## config.mk

```make
export PLATFORM = sky130hd
export DESIGN_NAME = execStage
export DESIGN_NICKNAME = d
export VERILOG_FILES = /design/src/common/mipsPipePkg.sv /design/src/execute/execStage.sv
export SDC_FILE = /design/constraint.sdc
export NUM_CORES = 1
export LEC_CHECK = 0
export BUFFER_PORTS_ARGS = -buffer_cell sky130_fd_sc_hd__buf_2
export CAP_MARGIN = 15
export CORE_UTILIZATION = 55
export CTS_BUF_LIST = sky130_fd_sc_hd__clkbuf_8
export CTS_CLUSTER_SIZE = 28
export DETAILED_ROUTE_END_ITERATION = 10
export PLACE_DENSITY = 0.89
export SYNTH_ARGS = -nofsm -noshare
export SYNTH_HDL_FRONTEND = slang
export SYNTH_SLANG_ARGS = --single-unit
```

## constraint.sdc

```tcl
create_clock -name Clock -period 4.35 [get_ports Clock]
set_clock_uncertainty 0.1 [all_clocks]
set_input_delay 0.2175 -clock Clock [delete_from_list [all_inputs] [get_ports Clock]]
set_output_delay 0.2175 -clock Clock [all_outputs]
set_load 0.02 [all_outputs]
```

## src/common/mipsPipePkg.sv

```systemverilog
`default_nettype none

package mipsPipePkg;

  // ALU operation selected by decode
  typedef enum logic [2:0] {
    aluAdd = 3'd0,
    aluSub = 3'd1,
    aluAnd = 3'd2,
    aluOr  = 3'd3,
    aluSlt = 3'd4
  } aluOpT;

  // Word-addressed memories
  localparam int imemDepth    = 256;
  localparam int dmemDepth    = 256;
  localparam int imemAddrBits = 8;
  localparam int dmemAddrBits = 8;

  // Architectural registers
  localparam int regCount = 32;

endpackage

`default_nettype wire

```

## src/execute/execStage.sv

```systemverilog
`timescale 1ns/1ps
`default_nettype none

module execStage import mipsPipePkg::*; (
  input  logic        Clock,
  input  logic        rst,
  input  logic        regWriteEx,
  input  logic        memToRegEx,
  input  logic        memReadEx,
  input  logic        memWriteEx,
  input  logic        branchEx,
  input  logic        aluSrcImmEx,
  input  logic        regDstRdEx,
  input  aluOpT       aluOpEx,
  input  logic [31:0] rsDataEx,
  input  logic [31:0] rtDataEx,
  input  logic [31:0] immEx,
  input  logic [4:0]  rtEx,
  input  logic [4:0]  rdEx,
  input  logic [31:0] pcPlusFourEx,
  input  logic        validEx,
  output logic        regWriteMem,
  output logic        memToRegMem,
  output logic        memReadMem,
  output logic        memWriteMem,
  output logic        branchMem,
  output logic [31:0] aluResultMem,
  output logic [31:0] storeDataMem,
  output logic [4:0]  destRegMem,
  output logic [31:0] branchTargetMem,
  output logic        zeroMem,
  output logic        validMem
);

  logic [31:0] opB;
  logic [31:0] aluResult;

  assign opB = aluSrcImmEx ? immEx : rtDataEx;

  always_comb begin
    case (aluOpEx)
      aluAdd:  aluResult = rsDataEx + opB;
      aluSub:  aluResult = rsDataEx - opB;
      aluAnd:  aluResult = rsDataEx & opB;
      aluOr:   aluResult = rsDataEx | opB;
      // Signed compare for slt
      aluSlt:  aluResult = {31'd0, $signed(rsDataEx) < $signed(opB)};
      default: aluResult = '0;
    endcase
  end

  // EX/MEM control
  always_ff @(posedge Clock) begin
    if (rst) begin
      regWriteMem <= 1'b0;
      memToRegMem <= 1'b0;
      memReadMem  <= 1'b0;
      memWriteMem <= 1'b0;
      branchMem   <= 1'b0;
      validMem    <= 1'b0;
    end else begin
      regWriteMem <= regWriteEx;
      memToRegMem <= memToRegEx;
      memReadMem  <= memReadEx;
      memWriteMem <= memWriteEx;
      branchMem   <= branchEx;
      validMem    <= validEx;
    end
  end

  // EX/MEM payload
  // Branch target is a word offset from pc+4
  always_ff @(posedge Clock) begin
    aluResultMem    <= aluResult;
    storeDataMem    <= rtDataEx;
    destRegMem      <= regDstRdEx ? rdEx : rtEx;
    branchTargetMem <= pcPlusFourEx + {immEx[29:0], 2'b00};
    zeroMem         <= (rsDataEx == rtDataEx);
  end

endmodule

`default_nettype wire

```

# Word-level counts from Yosys, hierarchy flattened
# Index checks and enable logic that the tools add are counted.
classes:
  addsub: 3
  magnitude_cmp: 1
  eq_ne: 5
  mux: 3
  bitwise_logic: 2
  n_reduce_logical: 1
op_table:
  columns: ["op", "count"]
  rows:
  - ["case mux 32 bit (5 select lines)", 1]
  - ["adder 32 bit", 2]
  - ["bitwise AND 32 bit", 1]
  - ["equality test 32 bit", 1]
  - ["less-than comparator 32 bit", 1]
  - ["two-way mux 32 bit", 1]
  - ["bitwise OR 32 bit", 1]
  - ["subtractor 32 bit", 1]
  - ["equality test 3 x 2 -> 1 bit (second input constant)", 2]
  - ["two-way mux 5 bit", 1]
  - ["equality test 3 x 1 -> 1 bit (second input constant)", 1]
  - ["equality test 3 bit (second input constant)", 1]
  - ["zero test 3 bit", 1]
word_totals:
  regBits: 108
  in_bits: 151
  out_inout_bits: 108

# Depth between registers and ports, before layout
logic_depth:
  depth_word: 3
  mapped_depth: 15
  ltp_nobuf: 14

# Worst setup path before layout
# Ideal clock, no wire load.
synth_timing:
  path_type: "in2reg"
  startpoint: "in aluSrcImmEx"
  endpoint: "reg aluResultMem[26]"
  t_arrival_ns: 3.506
  slack_ns: 0.659
  stages: 14
  path_cell_list: "clkbuf_1 buf_1 mux2i_1 inv_1 fa_1 a211oi_1 o41a_1 a211oi_2 nor4_1 o41ai_2 a311oi_1 nor2_1 o21a_1 o31ai_2"
synth_between:
  elab_chain_cells: 3
  elab_cells_between_ends: 6
synth_lines:
  columns: ["element", "line_no", "text"]
  rows:
  - ["from (decl)", "execStage.sv:12", "input logic aluSrcImmEx,"]
  - ["two-way mux 32 bit (*)", "execStage.sv:38", "assign opB = aluSrcImmEx ? immEx : rtDataEx;"]
  - ["subtractor 32 bit (tied with other cells)", "execStage.sv:43", "aluSub: aluResult = rsDataEx - opB;"]
  - ["case mux 32 bit (5 select lines) (*)", "execStage.sv:41", "case (aluOpEx)"]
  - ["net aluResult[26]", "execStage.sv:36", "logic [31:0] aluResult;"]
  - ["to (signal assigned)", "execStage.sv:74", "aluResultMem <= aluResult;"]
  - ["to (decl)", "execStage.sv:27", "output logic [31:0] aluResultMem,"]
# The timed path passes the listed nets; every way through them passes the cells marked *.
# A chain may end at the register's enable or synchronous reset.

# Worst setup path in the final report
layout_timing:
  startpoint: "in rtDataEx[0]"
  endpoint: "reg aluResultMem[26]"
layout_between:
  elab_chain_cells: 3
  elab_cells_between_ends: 4
layout_lines:
  columns: ["element", "line_no", "text"]
  rows:
  - ["from (decl)", "execStage.sv:16", "input logic [31:0] rtDataEx,"]
  - ["two-way mux 32 bit (*)", "execStage.sv:38", null]
  - ["subtractor 32 bit / adder 32 bit (equally long branches)", "execStage.sv:43, execStage.sv:42", null]
  - ["case mux 32 bit (5 select lines) (*)", "execStage.sv:41", null]
  - ["net aluResult[26]", "execStage.sv:36", null]
# Marked as above.

==> flow_summary.ini <==
[status]
status = finished, final reports clean

[clock_tree]
cts_root_buf = clkbuf_8
htree_levels = 3
cts_sinks = 108
cts.clk_slew.worst_paths_ns = 0.12
cts-resized-gates = 0
cts_made_buffers = 9
postCtsSetupRepairBufs = 0
cts_tree = done
clock_path_buffers = 2

[synth]
synth_cells = 1136
ys_ff_latch = 108
ys_seq_area_share_pct = 23.38
yosysUniqueCellTypes = 74
synth_top_area_share_pct = 23.38
syn_area_per_cell_um2 = 8.141
synth_warnings = 0
yosys_most_used_dff = dfxtp_1
syn_nets = 1415
synth_area_mm2 = 0.009248
synth_edf_count = 0
async_flop_share_pct = 0
yosysMostFrequentCell = ha_1
synth_area_leaders = dfxtp_1 23%, ha_1 17%, mux2i_1 5.0%, a21oi_1 4.8%, xor2_1 4.4%
synthTopCellsByCount = 125 x ha_1, 108 x dfxtp_1, 101 x inv_1
yosys.area.top_type = dfxtp_1

[placed_design]
portBuffers = 258
place_ws_ns = 0.5141
place.gp.congestion = 1.002
dp_hpwl_um = 24850

[power]
peakVddDrop_uv = 201.6
pwr-share-seq_pct = 34.1
power_frac_comb_pct = 45.5
switching_power_mw = 1.379
clkPwrFrac_pct = 20.3
power.leakage_nw = 5.735
powerDensity_mw_per_mm2 = 291.6
swShare_pct = 41.24
power.internal_mw = 1.965
power.total_mw = 3.344

[setup_path]
critPathMaxFanout = 4
cp.arrival_ns = 4.07
endpoint_kind = register
crit_type = input pin to register
cp-start-kind = input pin
required_ns = 4.54

[timing]
hold_slack_ns = 0.09432
rsz0062_at_grt = false
worst_pin_slew_ns = 1.011
layout_setup_ws_ns = 0.4716
max-slew-margin-rel_pct = 32.54
fmax_mhz = 257.8
hold_viol = 0
fin_crit_ns = 3.878
finalCritPeriodShare_pct = 89.16
tns_ns = 0
setup_viol = 0
slew_viol_final = 0

[global_routing]
grt_start_max_net_pins = 41
grt_usage_pct = 37.69
grt_pass1_wl_um = 51180
antenna_found_initial = 1
grt_pass1_vias = 9913
grt_overflow_total = 0

[drt]
postRouteAntennaNets = 0
drt_iter0_drc = 797
drt_first_pass_iters = 7
routed_wl_um = 33310
post_drt_wl_per_cell_um = 20.24
drcViolationCount = 0
vias_per_cell = 6.137
vias = 10102

[final_layout]
multi_input_comb_area_mm2 = 0.006500
seq_area_mm2 = 0.002162
drive_gt1_share_pct = 21.40
num-fill-cells = 1333
areaGrowthSynthToFinish_pct = 24.02
finalNetCount = 1700

[floorplan]
die_x_um = 131.7
core_area_mm2 = 0.01652
io_pins = 259
start_util_pct = 55.96
num_rows = 47
dieArea_mm2 = 0.01734
die_h_um = 131.7

[flow_run]
maxCapViolations = 0

[min_path]
hp-class = input pin to register
==> critical path, cell delays in order <==
cell and delay, ns:
dlygate4sd3_1 0.53, buf_2 0.16, mux2i_1 0.23, inv_1 0.11, ha_1 0.25, fa_1 0.43, a211oi_1 0.26, o41a_1 0.27
a211oi_2 0.13, nor4_1 0.36, o41ai_2 0.18, a311oi_1 0.47, nor2_1 0.11, nor3_1 0.27, o31ai_2 0.10
==> per-stage QoR <==
| stage | cells | utilization, % | cell area, um2 |
|---|---|---|---|
| 6_report | 1646 | 69.40 | 11470 |
| 5_1_grt | 1645 | 69.39 | 11470 |
| 4_1_cts | 1645 | 69.39 | 11470 |
| 3_5_place_dp | 1573 | 64.68 | 10690 |
| 3_3_place_gp | 1573 | 64.68 | 10690 |
| 2_1_floorplan | 1136 | - | 9248 |
==> metal layers <==
metal  vias to the layer above  global-route usage [%]  share of wire [%]
met5                         -                       0                  0
met4                         0                   27.84                7.6
met3                       173                   7.060                9.2
met2                       688                   64.61                 47
met1                      4621                   41.50                 36
li1                       4620                       -                  -
==> layout by cell type (no fill, tap or decap), types with 10 or more instances in the layout <==
master and instances:
buf_2 258, ha_1 125, dfxtp_1 108, inv_1 101, nor2_1 90, a21oi_1 88, nand2_1 67, dlygate4sd3_1 57
o21ai_0 53, xor2_1 46, mux2i_1 46, a21o_1 29, xnor2_1 28, a211oi_1 26, nor3_1 25, nand3_1 18
nor2b_1 18, o21a_1 17, nor4_1 17, nand4_1 14, nand2b_1 12, o21bai_1 12, o31ai_1 11, a31oi_1 10
==> repair_timing <==
action	in CTS	in global routing
hold endpoints to repair	46	0
endpoints found under the setup margin	0	0
hold buffers	57	0
==> final timing paths <==
path                    startpoint             endpoint  slack (ns)  cells past startpoint
setup / recovery       rtDataEx[0]     aluResultMem[26]        0.47                     15
hold / removal    pcPlusFourEx[14]  branchTargetMem[14]        0.09                      3
==> layout make-up <==
class	count	area share [%]
clock buffer	9	1.080
timing repair buffer	324	16.93
tap	220	2.400
clock inverter	6	0.7310
sequential	108	18.85
antenna	1	0.02182
multi-input combinational	877	56.68
inverter	101	3.306
==> registers in the layout (all words and copies together) (netlist names) <==
name,flops
aluResultMem,32
branchTargetMem,32
storeDataMem,32
destRegMem,5
branchMem,1
memReadMem,1
memToRegMem,1
memWriteMem,1
regWriteMem,1
validMem,1
zeroMem,1
==> cell families after synthesis <==
| group | synth area share (%) |
|---|---|
| DFF | 23.38 |
| buffers and inverters | 6.332 |
| and+or+nand+nor | 16.07 |
| adders and majority gates | 17.56 |
| muxes | 5.831 |
| AOI/OAI and AO/OA | 23.81 |
| xor gates and xnor gates | 7.009 |
==> power groups by stage <==
stage / registers, mW / logic (mW) / clock network [mW]
finish: 1.14 / 1.52 / 0.680
global route: 1.15 / 1.63 / 0.727
CTS: 1.14 / 1.47 / 0.685
detailed placement: 1.16 / 1.43 / 0
global placement: 1.16 / 1.40 / 0
floorplan: 1.32 / 0.807 / 0
Note: power is estimated with default switching activity, not from simulation.
