## config.mk

```make
export PLATFORM = sky130hd
export DESIGN_NAME = instrDecode
export DESIGN_NICKNAME = d
export VERILOG_FILES = /design/src/common/mipsIsaPkg.sv /design/src/common/mipsPipePkg.sv /design/src/decode/regFile.sv /design/src/decode/instrDecode.sv
export SDC_FILE = /design/constraint.sdc
export NUM_CORES = 2
export LEC_CHECK = 0
export BUFFER_PORTS_ARGS = -buffer_cell sky130_fd_sc_hd__clkbuf_2
export CAP_MARGIN = 20
export CORE_AREA = 10 10 280 484
export CTS_CLUSTER_DIAMETER = 40
export DETAILED_ROUTE_END_ITERATION = 8
export DIE_AREA = 0 0 290 494
export HOLD_SLACK_MARGIN = 0.1
export PLACE_DENSITY = 0.68
export SLEW_MARGIN = 20
export SYNTH_ARGS = -nofsm -noshare
export SYNTH_HDL_FRONTEND = slang
export SYNTH_SLANG_ARGS = --single-unit
export TNS_END_PERCENT = 10
```

## constraint.sdc

```tcl
create_clock -name Clock -period 3.1 [get_ports Clock]
set_input_delay 0.62 -clock Clock [delete_from_list [all_inputs] [get_ports Clock]]
set_output_delay 0.62 -clock Clock [all_outputs]
set_load 0.02 [all_outputs]
```

## src/common/mipsIsaPkg.sv

```systemverilog
`default_nettype none

package mipsIsaPkg;

  // Primary opcodes of the supported subset
  typedef enum logic [5:0] {
    opRtype = 6'h00,
    opBeq   = 6'h04,
    opAddiu = 6'h09,
    opLw    = 6'h23,
    opSw    = 6'h2b
  } opcodeT;

  // Function codes under opRtype
  typedef enum logic [5:0] {
    fnAddu = 6'h21,
    fnSubu = 6'h23,
    fnAnd  = 6'h24,
    fnOr   = 6'h25,
    fnSlt  = 6'h2a
  } functT;

  // Instruction field positions
  localparam int opcodeMsb = 31;
  localparam int opcodeLsb = 26;
  localparam int rsMsb     = 25;
  localparam int rsLsb     = 21;
  localparam int rtMsb     = 20;
  localparam int rtLsb     = 16;
  localparam int rdMsb     = 15;
  localparam int rdLsb     = 11;
  localparam int functMsb  = 5;
  localparam int functLsb  = 0;
  localparam int immMsb    = 15;
  localparam int immLsb    = 0;

  // sll $0,$0,0 decodes as a bubble
  localparam logic [31:0] nopWord = 32'h0000_0000;

endpackage

`default_nettype wire

```

## src/common/mipsPipePkg.sv

```systemverilog
`default_nettype none

package mipsPipePkg;

  // ALU operation selected by decode
  typedef enum logic [2:0] {
    aluAdd = 3'd0,
    aluSub = 3'd1,
    aluAnd = 3'd2,
    aluOr  = 3'd3,
    aluSlt = 3'd4
  } aluOpT;

  // Word-addressed memories
  localparam int imemDepth    = 256;
  localparam int dmemDepth    = 256;
  localparam int imemAddrBits = 8;
  localparam int dmemAddrBits = 8;

  // Architectural registers
  localparam int regCount = 32;

endpackage

`default_nettype wire

```

## src/decode/regFile.sv

```systemverilog
`timescale 1ns/1ps
`default_nettype none

module regFile import mipsPipePkg::*; (
  input  logic        Clock,
  input  logic        rst,
  input  logic [4:0]  rsAddr,
  input  logic [4:0]  rtAddr,
  output logic [31:0] rsData,
  output logic [31:0] rtData,
  input  logic        wbValid,
  input  logic [4:0]  wbReg,
  input  logic [31:0] wbData
);

  logic [31:0] regs [regCount];
  logic        wrEn;

  // Register 0 never takes a write
  assign wrEn = wbValid && (wbReg != 5'd0);

  always_ff @(posedge Clock) begin
    if (rst) begin
      for (int i = 0; i < regCount; i++) begin
        regs[i] <= '0;
      end
    end else if (wrEn) begin
      regs[wbReg] <= wbData;
    end
  end

  // Same-cycle write passes straight to the reader
  assign rsData = (wrEn && wbReg == rsAddr) ? wbData : regs[rsAddr];
  assign rtData = (wrEn && wbReg == rtAddr) ? wbData : regs[rtAddr];

endmodule

`default_nettype wire

```

## src/decode/instrDecode.sv

```systemverilog
`timescale 1ns/1ps
`default_nettype none

module instrDecode import mipsIsaPkg::*, mipsPipePkg::*; (
  input  logic        Clock,
  input  logic        rst,
  input  logic [31:0] instrId,
  input  logic [31:0] pcPlusFourId,
  input  logic        validId,
  input  logic        wbValid,
  input  logic [4:0]  wbReg,
  input  logic [31:0] wbData,
  output logic        regWriteEx,
  output logic        memToRegEx,
  output logic        memReadEx,
  output logic        memWriteEx,
  output logic        branchEx,
  output logic        aluSrcImmEx,
  output logic        regDstRdEx,
  output aluOpT       aluOpEx,
  output logic [31:0] rsDataEx,
  output logic [31:0] rtDataEx,
  output logic [31:0] immEx,
  output logic [4:0]  rtEx,
  output logic [4:0]  rdEx,
  output logic [31:0] pcPlusFourEx,
  output logic        validEx
);

  opcodeT      opcode;
  functT       funct;
  logic [31:0] rsData, rtData, immExt;
  logic        regWrite, memToReg, memRead, memWrite, branch, aluSrcImm, regDstRd;
  aluOpT       aluOp;

  assign opcode = opcodeT'(instrId[opcodeMsb:opcodeLsb]);
  assign funct  = functT'(instrId[functMsb:functLsb]);
  assign immExt = {{16{instrId[immMsb]}}, instrId[immMsb:immLsb]};

  regFile u_regFile (
    .Clock  (Clock),
    .rst    (rst),
    .rsAddr (instrId[rsMsb:rsLsb]),
    .rtAddr (instrId[rtMsb:rtLsb]),
    .rsData (rsData),
    .rtData (rtData),
    .wbValid(wbValid),
    .wbReg  (wbReg),
    .wbData (wbData)
  );

  ////////////////////////////////////////////////////////////////////////////
  // Control decoder
  ////////////////////////////////////////////////////////////////////////////

  always_comb begin
    regWrite  = 1'b0;
    memToReg  = 1'b0;
    memRead   = 1'b0;
    memWrite  = 1'b0;
    branch    = 1'b0;
    aluSrcImm = 1'b0;
    regDstRd  = 1'b0;
    aluOp     = aluAdd;
    case (opcode)
      opRtype: begin
        regDstRd = 1'b1;
        regWrite = 1'b1;
        case (funct)
          fnAddu:  aluOp = aluAdd;
          fnSubu:  aluOp = aluSub;
          fnAnd:   aluOp = aluAnd;
          fnOr:    aluOp = aluOr;
          fnSlt:   aluOp = aluSlt;
          // Unknown funct (and the nop) is a bubble
          default: begin
            regDstRd = 1'b0;
            regWrite = 1'b0;
          end
        endcase
      end
      opAddiu: begin
        regWrite  = 1'b1;
        aluSrcImm = 1'b1;
      end
      opLw: begin
        regWrite  = 1'b1;
        memToReg  = 1'b1;
        memRead   = 1'b1;
        aluSrcImm = 1'b1;
      end
      opSw: begin
        memWrite  = 1'b1;
        aluSrcImm = 1'b1;
      end
      opBeq: begin
        branch = 1'b1;
        aluOp  = aluSub;
      end
      default: ;
    endcase
  end

  ////////////////////////////////////////////////////////////////////////////
  // ID/EX register
  ////////////////////////////////////////////////////////////////////////////

  always_ff @(posedge Clock) begin
    if (rst) begin
      regWriteEx  <= 1'b0;
      memToRegEx  <= 1'b0;
      memReadEx   <= 1'b0;
      memWriteEx  <= 1'b0;
      branchEx    <= 1'b0;
      aluSrcImmEx <= 1'b0;
      regDstRdEx  <= 1'b0;
      aluOpEx     <= aluAdd;
      validEx     <= 1'b0;
    end else begin
      regWriteEx  <= regWrite;
      memToRegEx  <= memToReg;
      memReadEx   <= memRead;
      memWriteEx  <= memWrite;
      branchEx    <= branch;
      aluSrcImmEx <= aluSrcImm;
      regDstRdEx  <= regDstRd;
      aluOpEx     <= aluOp;
      validEx     <= validId;
    end
  end

  always_ff @(posedge Clock) begin
    rsDataEx     <= rsData;
    rtDataEx     <= rtData;
    immEx        <= immExt;
    rtEx         <= instrId[rtMsb:rtLsb];
    rdEx         <= instrId[rdMsb:rdLsb];
    pcPlusFourEx <= pcPlusFourId;
  end

endmodule

`default_nettype wire

```

======== Yosys cells after proc, flatten, opt, wreduce, memory -nomap -nowiden ========
Memories as Yosys holds them, arrays and structs flattened.
Index checks and enable logic that the tools add are counted.
storage, ports and cells
  bits in registers ....................... 132
  bits in writable memories ............... 1024
  input port bits ......................... 105
  output and inout port bits .............. 149
  memories kept ........................... 1
memory list
  memory          depth  bits a word  rd ports  clocked after memory_dff  write ports  RTL line       source
  u_regFile.regs  32     32           2         0                         32           regFile.sv:16  logic [31:0] regs [regCount];
cells by class
  eq/ne operators ......................... 11
  muxes and demuxes ....................... 18
  bitwise gates (word level) .............. 1
  reduce and logical (&&, ||, !) cells .... 10
operators with widths
  kind                                            count
  two-way mux 32 bit                              3
  == test 6 bit (second input constant)           7
  OR reduction 32 bit                             1
  case mux 3 bit (4 select lines)                 1
  two-way mux 1 bit                               11
  == test 5 bit                                   2
  == test 6 x 3 -> 1 bit (second input constant)  1
  == test 6 x 4 -> 1 bit (second input constant)  1
  zero test 6 bit                                 1
  case mux 3 bit (2 select lines)                 1
  two-way mux 5 bit                               1
  nonzero test 5 bit                              1
  OR reduction 5 bit                              1
  OR reduction 2 bit                              2
  logical AND 1 bit                               3
  OR reduction 3 bit                              1
  case mux 1 bit (2 select lines)                 1
  NOT 1 bit                                       1

======== Depth between registers and ports, before layout ========
  depth after elaboration ................. 7
  depth in mapped cells ................... 8
  gate-level depth less buffers ........... 5

======== Cells and area by module ========
From an unflattened synthesis, not the netlist that was laid out.
second synthesis, totals
  cells, all modules ...................... 3674
  area, all modules ....................... 57350.0 um2
by module, submodules not included
  module       instances  cells an instance  area an instance (um2)  seq. area each (um2)
  regFile      1          3494               54461.0                 30749.5
  instrDecode  1          180                2889.0                  2542.4

======== Worst setup path before layout ========
No wires, ideal clock.
  path type ............................... input-to-reg
  from .................................... in wbReg[2]
  to ...................................... mem u_regFile.regs[20][0] (enable)
  data arrival time ....................... 2.268 ns
  slack ................................... 0.503 ns
  stages on the path ...................... 7
  path buffers ............................ 2
  cell sequence ........................... buf_4 > or3_4 > o31ai_2 > or4_1 > buf_4 > nor2_1 > or2_2
RTL lines
  what                RTL line           source
  start: declaration  instrDecode.sv:11  input logic [4:0] wbReg,
  end: declaration    regFile.sv:16

======== Worst setup path after layout ========
  from .................................... in instrId[17]
  to ...................................... reg rtDataEx[30]
on the way
  cells in the longest elaborated chain, start to end .. 3
RTL lines
  what                                                                          RTL line            source
  start: declaration                                                            instrDecode.sv:7    input logic [31:0] instrId,
  parallel branches: the longest is 2 deep, another holds memory (32 x 32 bit)  -
  two-way mux 32 bit (*)                                                        regFile.sv:34       assign rtData = (wrEn && wbReg == rtAddr) ? wbData : regs[rtAddr];
  net rtData[30]                                                                instrDecode.sv:32   logic [31:0] rsData, rtData, immExt;
  end signal: assignment                                                        instrDecode.sv:134  rtDataEx <= rtData;
  end: declaration                                                              instrDecode.sv:22   output logic [31:0] rtDataEx,
Mark *: on every way through the listed nets, which the timed path passes.
A chain may end at the register's enable or synchronous reset.

==> metrics.md <==
| Metric | Value |
|---|---|
| Status | `complete, no violations` |
| Comb power frac | `0.113` |
| Clock buffer depth | `3` |
| Setup violators final | `0` |
| Sw Pwr | `9.51 mW` |
| Hold depth | `1` |
| Max_cap viols | `0` |
| Most instantiated cells after synthesis | `1024 x edfxtp_1, 992 x and2_1, 501 x mux4_2` |
| Count of final hold-check violations | `0` |
| Number of synthesized flops with an enable pin | `1024` |
| Most frequent cell after synthesis | `edfxtp_1` |
| Worst-path maximum fanout | `40` |
| Routed Antenna Nets | `0` |
| Clock skew | `~25 ps` |
| Area leader, netlist | `edfxtp_1` |
| Worst r2r dst | `rtDataEx[30]` |
| R2R Path Start | `u_regFile.regs[3][30]` |
| Synth Register Bits | `1151` |
| H-tree depth | `3` |
| Req. time, crit path | `3800 ps` |
| Placed Area | `60800 µm²` |
| Mapped Area | `56900 µm²` |
| P&R area growth vs syn | `15.0%` |
| Part of the power in registers | `0.491` |
| Vias in the first global route | `38000` |
| Iter 0 DRT Violations | `4036` |
| Initial antenna violation count | `16` |
| Crit Path Class | `in -> reg` |
| Die Y-Extent | `494 µm` |
| R2R Setup Slk | `between 1000 and 1500 ps` |
| Total track usage | `0.258` |
| Critical Path AT | `~3300 ps` |
| PortBufs | `253` |
| # rows | `approximately 170` |
| First-pass GRT wire length | `267000 µm` |
| Die ar. | `143000 µm²` |
| Synth top area share | `0.541` |
| Worst Tran Pin Value | `734 ps` |
| Reg clk slew, reported paths | `60 ps` |
| Slew margin rel. | `0.510` |
| Pins over their slew limit | `0` |
| Max Clock Freq | `390 MHz` |
| Internal power | `27.8 mW` |
| Static leakage | `22.9 nW` |
| Remaining DRCs | `0` |
| PD cells | `~570 nW/µm²` |
| R2R cell count | `5` |
| Placement Setup Slack | `a little under 200 ps` |
| Clock power share | `0.396` |
| CTS tree | `done` |
| Peak VDD IR | `493 µV` |
| Proportion of layout cells with a drive suffix above 1 | `0.309` |
| Final Cell Area | `roughly 65000 µm²` |
| Primary FF master, synth | `edfxtp_1` |
| Sequential share of the synthesized area | `0.585` |
| Root Driver | `clkbuf_16` |
| Crit path launch type | `input port` |
| Largest net degree at the start of global routing | `44` |
| Synth warn | `0` |
| Hold Worst Slack | `between 100 and 150 ps` |
| WL/cell | `33.0 µm` |
| Worst min-delay path startpoint | `instrId[20]` |
| Vias per Instance | `6.30` |
| Period minus WS final | `2560 ps` |
| Worst setup margin | `537 ps` |
| Avg Inst Size Synth | `15.5 µm²` |
| Hold WC Path Type | `in -> reg` |
| Area occupied by multi-input gates | `21700 µm²` |
| RSZ-0062 raised after global routing | `no` |
| GPL Wtd Cong | `~0.86` |
| Filler cell count | `10300` |
| Die W | `290 µm` |
| Global route overflow | `0` |
| DRT Pass-1 Iters | `6` |
| Detailed Place HPWL | `between 100000 and 150000 µm` |
| Num ports | `254` |
| Synth area leaders | `edfxtp_1 54%, mux4_2 20%, and2_1 11%` |
| Clock sinks | `between 1000 and 1500` |
| Tcrit/Tclk final | `0.827` |
| Cells after Synth | `3665` |
| Switching portion of total power | `0.255` |
| Core footprint | `127000 µm²` |
| Number of post-CTS setup repair buffers | `0` |
| Starting Density | `0.448` |
| Storage cell area | `33300 µm²` |
| Worst skew pair latency | `770 ps` |
| Via count | `between 30000 and 40000` |
| Nets@finish | `4037` |
| Setup_tns | `0 ps` |
| Setup crit end kind | `flip-flop` |
| Total Routed Length | `between 150000 and 200000 µm` |
| Fraction of registers with async set/reset | `0` |
| Post-synthesis cell type count | `46` |
| Hold endpoint | `rtEx[4]` |
| Total CTS buffers | `121` |
-- metrics by stage --
| step | instances | utilization | total power [mW] |
|---|---|---|---|
| CTS | 5699 | 0.516 | 37.5 |
| finish | 5705 | 0.516 | 37.4 |
| detailed placement | 5419 | 0.480 | 22.8 |
| global route | 5701 | 0.516 | 38.3 |
| floorplan | 3696 | - | 21.1 |
| global placement | 5419 | 0.480 | 22.7 |
-- worst max-delay path, stage by stage --
cell	delay [ps]
dlygate4sd3_1	560
buf_8	240
buf_12	280
mux4_2	260
o22ai_1	100
or4_1	630
o21ai_1	360
buf_4	170
-- layer usage --
layer	vias to the layer above	track usage	wire, µm
met5	-	0	99
met4	14	0.178	14700
met3	726	0.0648	18900
met2	2482	0.450	95700
met1	18100	0.273	58700
li1	14600	-	-
-- power by group through the flow --
stage	combinational [mW]	clock (mW)	sequential, mW
after floorplan	2.42	0	18.6
after global placement	4.14	0	18.6
after detailed placement	4.17	0	18.7
after CTS	4.23	14.9	18.3
after global routing	4.41	15.5	18.4
final	4.23	14.8	18.3
-- how the worst max path moves through the flow --
stage	to	from	slack, ps	cells after the start
6_report	rtDataEx[30]	instrId[17]	540	8
3_3_place_gp	rsDataEx[15]	instrId[21]	210	7
2_1_floorplan	u_regFile.regs[20][0]	wbReg[2]	500	7
3_5_place_dp	rsDataEx[15]	instrId[21]	200	7
5_1_grt	rtDataEx[30]	instrId[17]	530	8
4_1_cts	rtDataEx[30]	instrId[17]	560	8
-- repair_timing --
action,CTS,global route
hold buffers,52,0
resized for setup,0,0
hold endpoints to repair,55,0
-- registers in the layout, summed over array words and instances (netlist names), 3 cells and up --
| register | count |
|---|---|
| pcPlusFourEx | 32 |
| rtEx | 5 |
| aluOpEx | 3 |
| rtDataEx | 32 |
| immEx | 12 |
| u_regFile.regs | 1024 |
| rsDataEx | 32 |
| rdEx | 4 |
-- logic make-up (layout without fill, tap and decap cells) --
group | count (synthesis) | in the layout | share of synthesized area
other cells | 1 | 38 | 0.0000659
flops | 1151 | 1151 | 0.585
simple gates | 1249 | 1249 | 0.134
buf+inv | 413 | 754 | 0.0404
mux | 515 | 515 | 0.203
xor+xnor | 11 | 11 | 0.00169
compound gates | 325 | 325 | 0.0345
-- layout by cell type (no fill, tap or decap), types with 9 or more instances in the layout --
master and n:
mux4_1 9, dlygate4sd3_1 52, nand3b_1 9, nand3_1 10
mux4_2 501, clkinv_8 9, nand2_1 68, dfxtp_1 127
or2_2 31, clkbuf_2 248, o21ai_1 63, inv_6 10
clkinv_1 15, nor2_1 12, edfxtp_1 1024, clkbuf_16 125
clkbuf_1 15, or4_1 64, o22ai_1 253, buf_4 150
conb_1 32, clkinv_2 19, buf_12 68, and2_1 992
nor2_4 29
-- cell type report --
class	count	area share
multi-input cells	2132	0.331
diodes	6	0.000230
flip-flops and latches	1151	0.509
clock inverters	84	0.0125
well taps	1662	0.0318
inverters	4	0.000230
repair buffers	522	0.0659
clock buffers	144	0.0495
(Power assumes the default switching activity.)
